## src/source/etroc_defs.svh

```systemverilog
`ifndef ETROC_DEFS_SVH
`define ETROC_DEFS_SVH

// matrix geometry
`define NUM_COLUMNS 16
`define NUM_GROUPS 4

// each half chain covers this many columns
`define HALF_COLUMNS 8

// trigger word queue depth, power of two
`define TRIG_FIFO_DEPTH 4

`endif

```

## src/source/trigReadoutPkg.sv

```systemverilog
`include "etroc_defs.svh"

package trigReadoutPkg;

    // column address along the chain
    typedef logic [3:0] colAddr_t;

    // group-level trigger bits of one column
    typedef logic [`NUM_GROUPS-1:0] groupHits_t;

    // one bit per column within a half
    typedef logic [`HALF_COLUMNS-1:0] halfHits_t;

    // bit n set when column n hit
    typedef logic [`NUM_COLUMNS-1:0] trigHits_t;

    typedef logic [7:0] bcId_t;
    typedef logic [$bits(bcId_t)-1:0] ovfCount_t;

    // bcId on top, hit vector below
    typedef logic [$bits(bcId_t)+$bits(trigHits_t)-1:0] trigWord_t;

endpackage

```

## src/source/columnAdapter.sv

```systemverilog
module columnAdapter
    import trigReadoutPkg::*;
(
    input  groupHits_t trigHits,
    input  logic       columnMaskBit,
    input  colAddr_t   columnAddrIn,
    output colAddr_t   columnAddrNextOut,
    input  halfHits_t  upHits,
    output halfHits_t  dnHits
);

    logic      columnHit;
    halfHits_t localHits;

    ////////////////////////////////////////////////////////////
    // address ripple
    ////////////////////////////////////////////////////////////

    // next column sits one address higher
    assign columnAddrNextOut = columnAddrIn + colAddr_t'(1);

    ////////////////////////////////////////////////////////////
    // hit reduction and merge
    ////////////////////////////////////////////////////////////

    // any group fires the column, unless masked off
    assign columnHit = (|trigHits) & columnMaskBit;

    // low address bits pick the slot inside the half
    always_comb
    begin
        localHits = '0;
        localHits[columnAddrIn[2:0]] = columnHit;
    end

    // add our hit on top of what came from upstream
    assign dnHits = upHits | localHits;

endmodule

```

## src/source/columnAdapterChain.sv

```systemverilog
`include "etroc_defs.svh"

module columnAdapterChain
    import trigReadoutPkg::*;
(
    input  logic [`NUM_COLUMNS*`NUM_GROUPS-1:0] trigHitsColumn,
    input  trigHits_t                           columnMask,
    output trigHits_t                           trigHits
);

    // one extra entry for the address leaving the last column
    colAddr_t  columnAddrChain [`NUM_COLUMNS+1];
    halfHits_t rightHitsChain [`HALF_COLUMNS+1];
    halfHits_t leftHitsChain [`HALF_COLUMNS+1];

    // chain ends
    assign columnAddrChain[0] = '0;
    assign rightHitsChain[0] = '0;
    assign leftHitsChain[`HALF_COLUMNS] = '0;

    ////////////////////////////////////////////////////////////
    // right half, column 0 up to 7
    ////////////////////////////////////////////////////////////

    for (genvar i = 0; i < `HALF_COLUMNS; i++)
    begin : gRight
        columnAdapter columnAdapterInst (
            .trigHits          (trigHitsColumn[i*`NUM_GROUPS +: `NUM_GROUPS]),
            .columnMaskBit     (columnMask[i]),
            .columnAddrIn      (columnAddrChain[i]),
            .columnAddrNextOut (columnAddrChain[i+1]),
            .upHits            (rightHitsChain[i]),
            .dnHits            (rightHitsChain[i+1])
        );
    end

    ////////////////////////////////////////////////////////////
    // left half, column 15 down to 8
    ////////////////////////////////////////////////////////////

    // address still ripples upward, hits flow the other way
    for (genvar i = `HALF_COLUMNS; i < `NUM_COLUMNS; i++)
    begin : gLeft
        columnAdapter columnAdapterInst (
            .trigHits          (trigHitsColumn[i*`NUM_GROUPS +: `NUM_GROUPS]),
            .columnMaskBit     (columnMask[i]),
            .columnAddrIn      (columnAddrChain[i]),
            .columnAddrNextOut (columnAddrChain[i+1]),
            .upHits            (leftHitsChain[i-`HALF_COLUMNS+1]),
            .dnHits            (leftHitsChain[i-`HALF_COLUMNS])
        );
    end

    // left result lands at column 8, right result at column 7
    assign trigHits = {leftHitsChain[0], rightHitsChain[`HALF_COLUMNS]};

endmodule

```

## src/source/trigReadoutTop.sv

```systemverilog
`include "etroc_defs.svh"

module trigReadoutTop
    import trigReadoutPkg::*;
(
    input  logic                                clk40,
    input  logic                                reset,
    input  logic [`NUM_COLUMNS*`NUM_GROUPS-1:0] trigHitsColumn,
    input  trigHits_t                           columnMask,
    input  logic                                hitStrobe,
    output logic                                outValid,
    input  logic                                outReady,
    output trigWord_t                           outWord,
    output ovfCount_t                           overflowCount
);

    trigHits_t trigHits;
    bcId_t     bcId;
    logic      pushValid;
    trigWord_t pushWord;

    ////////////////////////////////////////////////////////////
    // hit collection
    ////////////////////////////////////////////////////////////

    columnAdapterChain chainInst (
        .trigHitsColumn (trigHitsColumn),
        .columnMask     (columnMask),
        .trigHits       (trigHits)
    );

    ////////////////////////////////////////////////////////////
    // bunch crossing tag
    ////////////////////////////////////////////////////////////

    // free running, wraps at 256
    always_ff @(posedge clk40)
    begin
        if (reset)
            bcId <= '0;
        else
            bcId <= bcId + 1'b1;
    end

    // only non-empty crossings get queued
    assign pushValid = hitStrobe & (|trigHits);
    assign pushWord = {bcId, trigHits};

    trigWordFifo fifoInst (
        .clk40         (clk40),
        .reset         (reset),
        .pushValid     (pushValid),
        .pushWord      (pushWord),
        .outValid      (outValid),
        .outReady      (outReady),
        .outWord       (outWord),
        .overflowCount (overflowCount)
    );

endmodule

```

## src/source/trigWordFifo.sv

```systemverilog
`include "etroc_defs.svh"

module trigWordFifo
    import trigReadoutPkg::*;
(
    input  logic       clk40,
    input  logic       reset,
    input  logic       pushValid,
    input  trigWord_t  pushWord,
    output logic       outValid,
    input  logic       outReady,
    output trigWord_t  outWord,
    output ovfCount_t  overflowCount
);

    localparam int Depth = `TRIG_FIFO_DEPTH;
    localparam int PtrWidth = (Depth > 1) ? $clog2(Depth) : 1;
    localparam int CountWidth = $clog2(Depth + 1);

    trigWord_t             mem [Depth];
    logic [PtrWidth-1:0]   wrPtr;
    logic [PtrWidth-1:0]   rdPtr;
    logic [CountWidth-1:0] count;
    logic                  full;
    logic                  pushFire;
    logic                  popFire;

    // wrap explicitly at the last entry
    function automatic logic [PtrWidth-1:0] nextPtr(input logic [PtrWidth-1:0] ptr);
        nextPtr = (ptr == PtrWidth'(Depth - 1)) ? '0 : ptr + 1'b1;
    endfunction

    ////////////////////////////////////////////////////////////
    // status and handshake
    ////////////////////////////////////////////////////////////

    assign full = (count == CountWidth'(Depth));
    assign outValid = (count != '0);
    assign outWord = mem[rdPtr];
    assign popFire = outValid & outReady;

    // a pop frees the slot in the same cycle, so full plus pop still accepts
    assign pushFire = pushValid & (~full | popFire);

    ////////////////////////////////////////////////////////////
    // storage
    ////////////////////////////////////////////////////////////

    always_ff @(posedge clk40)
    begin
        if (pushFire)
        begin
            mem[wrPtr] <= pushWord;
        end
    end

    // pointers, occupancy, overflow
    always_ff @(posedge clk40)
    begin
        if (reset)
        begin
            wrPtr <= '0;
            rdPtr <= '0;
            count <= '0;
            overflowCount <= '0;
        end
        else
        begin
            if (pushFire)
            begin
                wrPtr <= nextPtr(wrPtr);
            end
            if (popFire)
            begin
                rdPtr <= nextPtr(rdPtr);
            end
            case ({pushFire, popFire})
                2'b10:   count <= count + 1'b1;
                2'b01:   count <= count - 1'b1;
                default: count <= count;
            endcase
            // dropped word, counter sticks at max
            if (pushValid && !pushFire && overflowCount != '1)
            begin
                overflowCount <= overflowCount + 1'b1;
            end
        end
    end

endmodule

```

## config.mk

```make
export PLATFORM = sky130hd
export DESIGN_NAME = trigReadoutTop
export DESIGN_NICKNAME = d
export VERILOG_FILES = /design/src/source/trigReadoutPkg.sv /design/src/source/columnAdapter.sv /design/src/source/columnAdapterChain.sv /design/src/source/trigReadoutTop.sv /design/src/source/trigWordFifo.sv
export VERILOG_INCLUDE_DIRS = /design/src /design/src/source
export SDC_FILE = /design/constraint.sdc
export NUM_CORES = 1
export LEC_CHECK = 0
export ABC_AREA = 1
export BUFFER_PORTS_ARGS = -buffer_cell sky130_fd_sc_hd__clkbuf_2
export CORE_MARGIN = 8
export CORE_UTILIZATION = 50
export CTS_CLUSTER_SIZE = 24
export DETAILED_ROUTE_END_ITERATION = 16
export GPL_TIMING_DRIVEN = 0
export PLACE_DENSITY = 0.73
export SYNTH_ARGS = -nofsm -noshare
export SYNTH_HDL_FRONTEND = slang
export SYNTH_SLANG_ARGS = --single-unit
```

## constraint.sdc

```tcl
create_clock -name clk40 -period 4.6 [get_ports clk40]
set_clock_uncertainty 0.15 [all_clocks]
set_input_delay 0.69 -clock clk40 [delete_from_list [all_inputs] [get_ports clk40]]
set_output_delay 0.69 -clock clk40 [all_outputs]
set_load 0.01 [all_outputs]
```

# --- Word-level counts from Yosys, hierarchy flattened ---
# Memories as Yosys holds them, arrays and structs flattened. A register that Yosys moved wholly into a read port is not among the register bits.
# Cells that the tools add are included.
totals:
  mem_bits_rw: 96
  rom_bits: 0
  memories: 1
  wordCells: 82
  in_bits: 84
  latchBits: 0
  out_inout_bits: 33
  reg_bits: 23
classes:
  add_sub_neg: 6
  n_bitwise: 35
  div: 0
  order_cmp: 0
  muxes: 7
  n_reduce_logical: 22
  eq_ne: 6
  n_shift: 0
  mul: 0
mem_list:
  columns: ["name", "depth", "word_bits", "rd", "rd_ports_with_merged_regs", "write_ports", "line_no", "rtl"]
  rows:
  - ["fifoInst.mem", 4, 24, 1, 1, 1, "trigWordFifo.sv:20", "trigWord_t mem [Depth];"]
ops:
  columns: ["operator", "count"]
  rows:
  - ["$reduce_or A4 Y1", 16]
  - ["$and A1 B1 Y1", 19]
  - ["$add A8 B1 Y8 const B", 2]
  - ["$or A8 B3 Y8", 2]
  - ["$or A8 B4 Y8", 2]
  - ["$or A8 B5 Y8", 2]
  - ["$or A8 B6 Y8", 2]
  - ["$or A8 B7 Y8", 2]
  - ["$reduce_or A16 Y1", 1]
  - ["$mux W2", 4]
  - ["$ne A8 B8 Y1 const B", 1]
  - ["$or A8 B1 Y8", 1]
  - ["$or A8 B2 Y8", 1]
  - ["$or A8 B8 Y8", 1]
  - ["$eq A2 B2 Y1 const B", 3]
  - ["$pmux W3 S2", 1]
  - ["$add A2 B1 Y2 const B", 2]
  - ["$add A3 B1 Y3 const B", 1]
  - ["$eq A3 B3 Y1 const B", 1]
  - ["$reduce_bool A3 Y1", 1]
  - ["$sub A3 B1 Y3 const B", 1]
  - ["$eq A2 B1 Y1 const B", 1]
  - ["$logic_and A1 B1 Y1", 2]
  - ["$mux W1", 2]
  - ["other kinds (5)", 5]

# --- Longest topological paths before layout ---
depth:
  depth_word: 15
  depth_mapped: 16
  ltp_nobuf: 16

# --- Modules after synthesis ---
# From an unflattened synthesis, not the netlist that was laid out.
hier_totals:
  cells_unflattened: 1163
  hier_area_um2: 8230.4
modules_own_cells:
  columns: ["mod", "seq_area_each_um2", "cells_each", "n_inst", "area_per_inst_um2"]
  rows:
  - ["trigWordFifo", 3223.1, 364, 1, 4459.3]
  - ["columnAdapter (chainInst.gLeft[10].columnAdapterInst ...)", 0.0, 46, 15, 209.0]
  - ["trigReadoutTop", 160.2, 62, 1, 400.4]
  - ["columnAdapter (chainInst.gRight[7].columnAdapterInst)", 0.0, 46, 1, 232.7]
  - ["columnAdapterChain", 0.0, 1, 1, 3.8]

# --- Worst setup path before layout ---
# No wires, ideal clock.
synth_path:
  path_type: "input to register"
  from: "in trigHitsColumn[51]"
  to: "mem fifoInst.mem[0][0] (netlist name) (enable)"
  required_ns: 4.045
  arrival_time_ns: 2.318
  path_buffers: 0
  setup_time_ns: 0.405
  path_stages: 10
  slack_ns: 1.728
  path_cell_list: "nor2_1 -> nand2_1 -> nand2_1 -> nand2_1 -> nor2_2 -> nand2_2 -> nor2_4 -> nor2_4 -> nand2_4 -> nor2_1"
synth_via:
  elab_chain_cells: 12
synth_lines:
  columns: ["item", "line_no", "rtl"]
  rows:
  - ["start: declaration", "trigReadoutTop.sv:8", "input logic [`NUM_COLUMNS*`NUM_GROUPS-1:0] trigHitsColumn,"]
  - ["$reduce_or A4 Y1", "columnAdapter.sv:27", "assign columnHit = (|trigHits) & columnMaskBit;"]
  - ["$and A1 B1 Y1", "columnAdapter.sv:27", null]
  - ["$or A8 B5 Y8", "columnAdapter.sv:37", "assign dnHits = upHits | localHits;"]
  - ["$or A8 B4 Y8", "columnAdapter.sv:37", null]
  - ["$or A8 B3 Y8", "columnAdapter.sv:37", null]
  - ["$or A8 B2 Y8", "columnAdapter.sv:37", null]
  - ["$or A8 B1 Y8", "columnAdapter.sv:37", null]
  - ["$reduce_or A16 Y1", "trigReadoutTop.sv:46", "assign pushValid = hitStrobe & (|trigHits);"]
  - ["$and A1 B1 Y1", "trigReadoutTop.sv:46", null]
  - ["$and A1 B1 Y1", "trigWordFifo.sv:43", "assign pushFire = pushValid & (~full | popFire);"]
  - ["$mux W1", "trigWordFifo.sv:51", "if (pushFire)"]
  - ["$mux W1 (implied by the code)", "trigWordFifo.sv:53", "mem[wrPtr] <= pushWord;"]
  - ["end: declaration", "trigWordFifo.sv:20", null]
# No other way between the ends.

==> reports/qor.yml <==
synthesis:
  muxShareOfSynthArea_pct: 0
  synthDominantCellAreaShare_pct: 54.9
  synthFlopType: "edfxtp_1"
  synth_edf_count: 96
  syn-num-nets: 599
  ys_seq_elements: 121
  synth.distinct_cells: 30
  synth_top_family_by_area: "simple AND/OR/NAND/NOR gates"
  yosys-top-cells-area: "edfxtp_1 (55%), dfxtp_1 (9.5%), nor2_1 (8.2%), o21ai_0 (5.3%), nand2_1 (4.5%)"
  synthMostInstantiatedCell: "nor2_1"
  ys_warn_count: 0
  synth_top_area_cell: "edfxtp_1"
  ys_seq_area_share_pct: 64.5
  synthAdderAreaFrac_pct: 2.29
  synth_compound_area_share_pct: 9.70
  synth_xor_area_share_pct: 0.167
  ys_top_cells_by_count: "nor2_1 (114), edfxtp_1 (96), nand2_1 (63)"
  synth_area_um2: 5250
  synthCells: 506
  synth.avg_cell_area_um2: 10.4
  yosys.area_share.simple_pct: 18.2
  async_flop_share_pct: 0
power:
  power_switching_mw: 1.12
  seqPwrFrac_pct: 38.3
  p_total_mw: 3.49
  pwr-share-clk_pct: 36.5
  power_frac_comb_pct: 25.2
  p_int_mw: 2.37
  power_density_nw_per_um2: 527
  p_leak_nw: 2.76
  peakVddDrop_v: 0.000276
  switching_share_pct: 32.2
routing:
  via_per_inst: 5.17
  highest_layer: "met4"
  wl_met3_um: 742
  wl_mm: 12.6
  drtIter0Drc: 283
  dr_total_vias: 4091
  wl_met2_mm: 6.60
  drc: 0
  met1_length_mm: 5.01
  ant_nets: 0
  wl_per_cell_um: 16.0
  drtPass1Iterations: 4
cts:
  numClockSinks: 121
  cts_setup_buffers: 0
  cts-root-buf: "clkbuf_8"
  clk_pin_slew_ns: 0.06
  cts_tree: "yes"
  insertion_delay_ns: 0.51
  cts_max_level: 4
  cts_resized: 0
  cts_hold_buf: 0
  clk_path_buf_depth: 2
  cts_buffers: 17
setup_path:
  cp_max_fo: 10
  critPathRequiredTime_ns: 3.76
  cp.arrival_ns: 2.13
  crit_path_end_kind: "primary output"
  path_class: "reg2out"
  cp-start-kind: "flop"
global_route:
  overflow: 0
  grt_pass1_wl_mm: 20.3
  grt_use_total_pct: 18.2
  antenna_found_initial: 0
  grt_pass1_vias: 4238
  grt_max_degree: 25
timing:
  fmax_ghz: 0.337
  worstMarginPinSlew_ns: 0.863
  drv_slew: 0
  layout_setup_ws_ns: 1.63
  fin_setup_tns_ns: 0
  hold_viol_final: 0
  report.final.setup_viol: 0
  relSlewSlack_pct: 42.3
  layout_min_cycle_time_ns: 2.97
  fin_crit_sh_pct: 64.5
  rsz0062_at_grt: "false"
floorplan:
  start_util_pct: 51.1
  num_io_pins: 117
  rows: 37
  die_h_um: 118
  die_w_um: 118
  fp.dieArea_um2: 14000
  coreArea_um2: 10300
run:
  max_cap_violations: 0
placement:
  place_congestion: 0.766
  hpwl_mm: 8.83
  dp_cells: 759
  place_worst_setup_slack_ns: 1.47
  numPortBuffers: 115
layout:
  n_antenna_cell: 0
  fillers: 816
  syn_to_final_growth_pct: 26.4
  final_nets: 735
  post-route-util_pct: 64.6
  fin_cells: 791
  drive_above_1_share_pct: 27.6
min_path:
  hold_path.class: "reg2reg"
status:
  status: "finished clean"
per-stage QoR:
step / hold slack [ns] / cell area [µm²]
after floorplan: 0.303 / 5250
after CTS: 0.365 / 6640
after global placement: 0.328 / 5990
after global routing: 0.381 / 6640
after detailed placement: 0.354 / 6060
final: 0.359 / 6640
worst max-delay path: stages (launching register included):
cell	delay (ns)
dfxtp_1	0.38
inv_1	0.21
clkbuf_1	0.43
o21ai_0	0.22
o22ai_1	0.20
clkbuf_2	0.18
cell families after synthesis:
group,count (synthesis)
AO/OA/AOI/OAI,93
XOR/XNOR,1
adder cells (fa/ha/maj),9
buffers and inverters,69
flip-flops,121
AND/OR/NAND/NOR,213
flip-flops by register name, indices dropped and copies added, names as in the netlist, named ones only:
register / cells
bcId: 8
fifoInst.count: 3
fifoInst.mem: 96
fifoInst.overflowCount: 8
fifoInst.rdPtr: 2
fifoInst.wrPtr: 2
final cells by class:
cell class,instances,area (µm²),share of cell area (%)
Inverter,53,204,3.07
Clock buffer,17,414,6.24
Tap cell,136,170,2.56
Sequential cell,121,3380,51.0
Timing Repair Buffer,117,618,9.31
Buffer,16,67.6,1.02
Clock inverter,15,165,2.49
Multi-Input combinational cell,316,1610,24.3
cell usage in the layout (no fill, tap or decap), types with 2 or more instances in the layout:
cell type and instances:
inv_6 6, edfxtp_1 96, clkinv_1 5, clkinv_4 3
a21oi_1 9, ha_1 8, dfxtp_1 25, inv_1 47
clkbuf_16 16, nor3_1 5, o22ai_1 24, nand3_1 2
nand2_1 63, o21ai_0 56, nand4_1 7, clkinvlp_4 4
clkbuf_1 12, buf_2 3, nand2_2 6, a21oi_2 2
nand2_4 5, bufinv_16 2, nor2_2 5, nor2_4 6
nor2_1 110, clkbuf_2 115
power groups by stage:
stage	clock network [mW]	registers [mW]	logic, mW
after floorplan	0	1.35	0.518
after global placement	0	1.36	0.836
after detailed placement	0	1.36	0.880
after CTS	1.29	1.34	0.887
after global routing	1.34	1.35	0.970
final	1.28	1.34	0.881
metal layers:
layer | vias up | global-route usage [%]
met1 | 1911 | 19.9
met4 | 0 | 6.72
li1 | 1994 | -
met3 | 23 | 5.14
met2 | 163 | 33.0
met5 | - | 0
final timing paths:
check                                        from                 to  slack, ns  cells after the start
worst max-delay path                         flop         outWord[6]       1.63                      5
worst max register to register  fifoInst.count[0]  fifoInst.count[2]       2.29                     12
worst min-delay path            fifoInst.wrPtr[1]  fifoInst.wrPtr[1]       0.36                      2
worst min register to register  fifoInst.wrPtr[1]  fifoInst.wrPtr[1]       0.36                      2
Power figures use the tool's default switching activity.
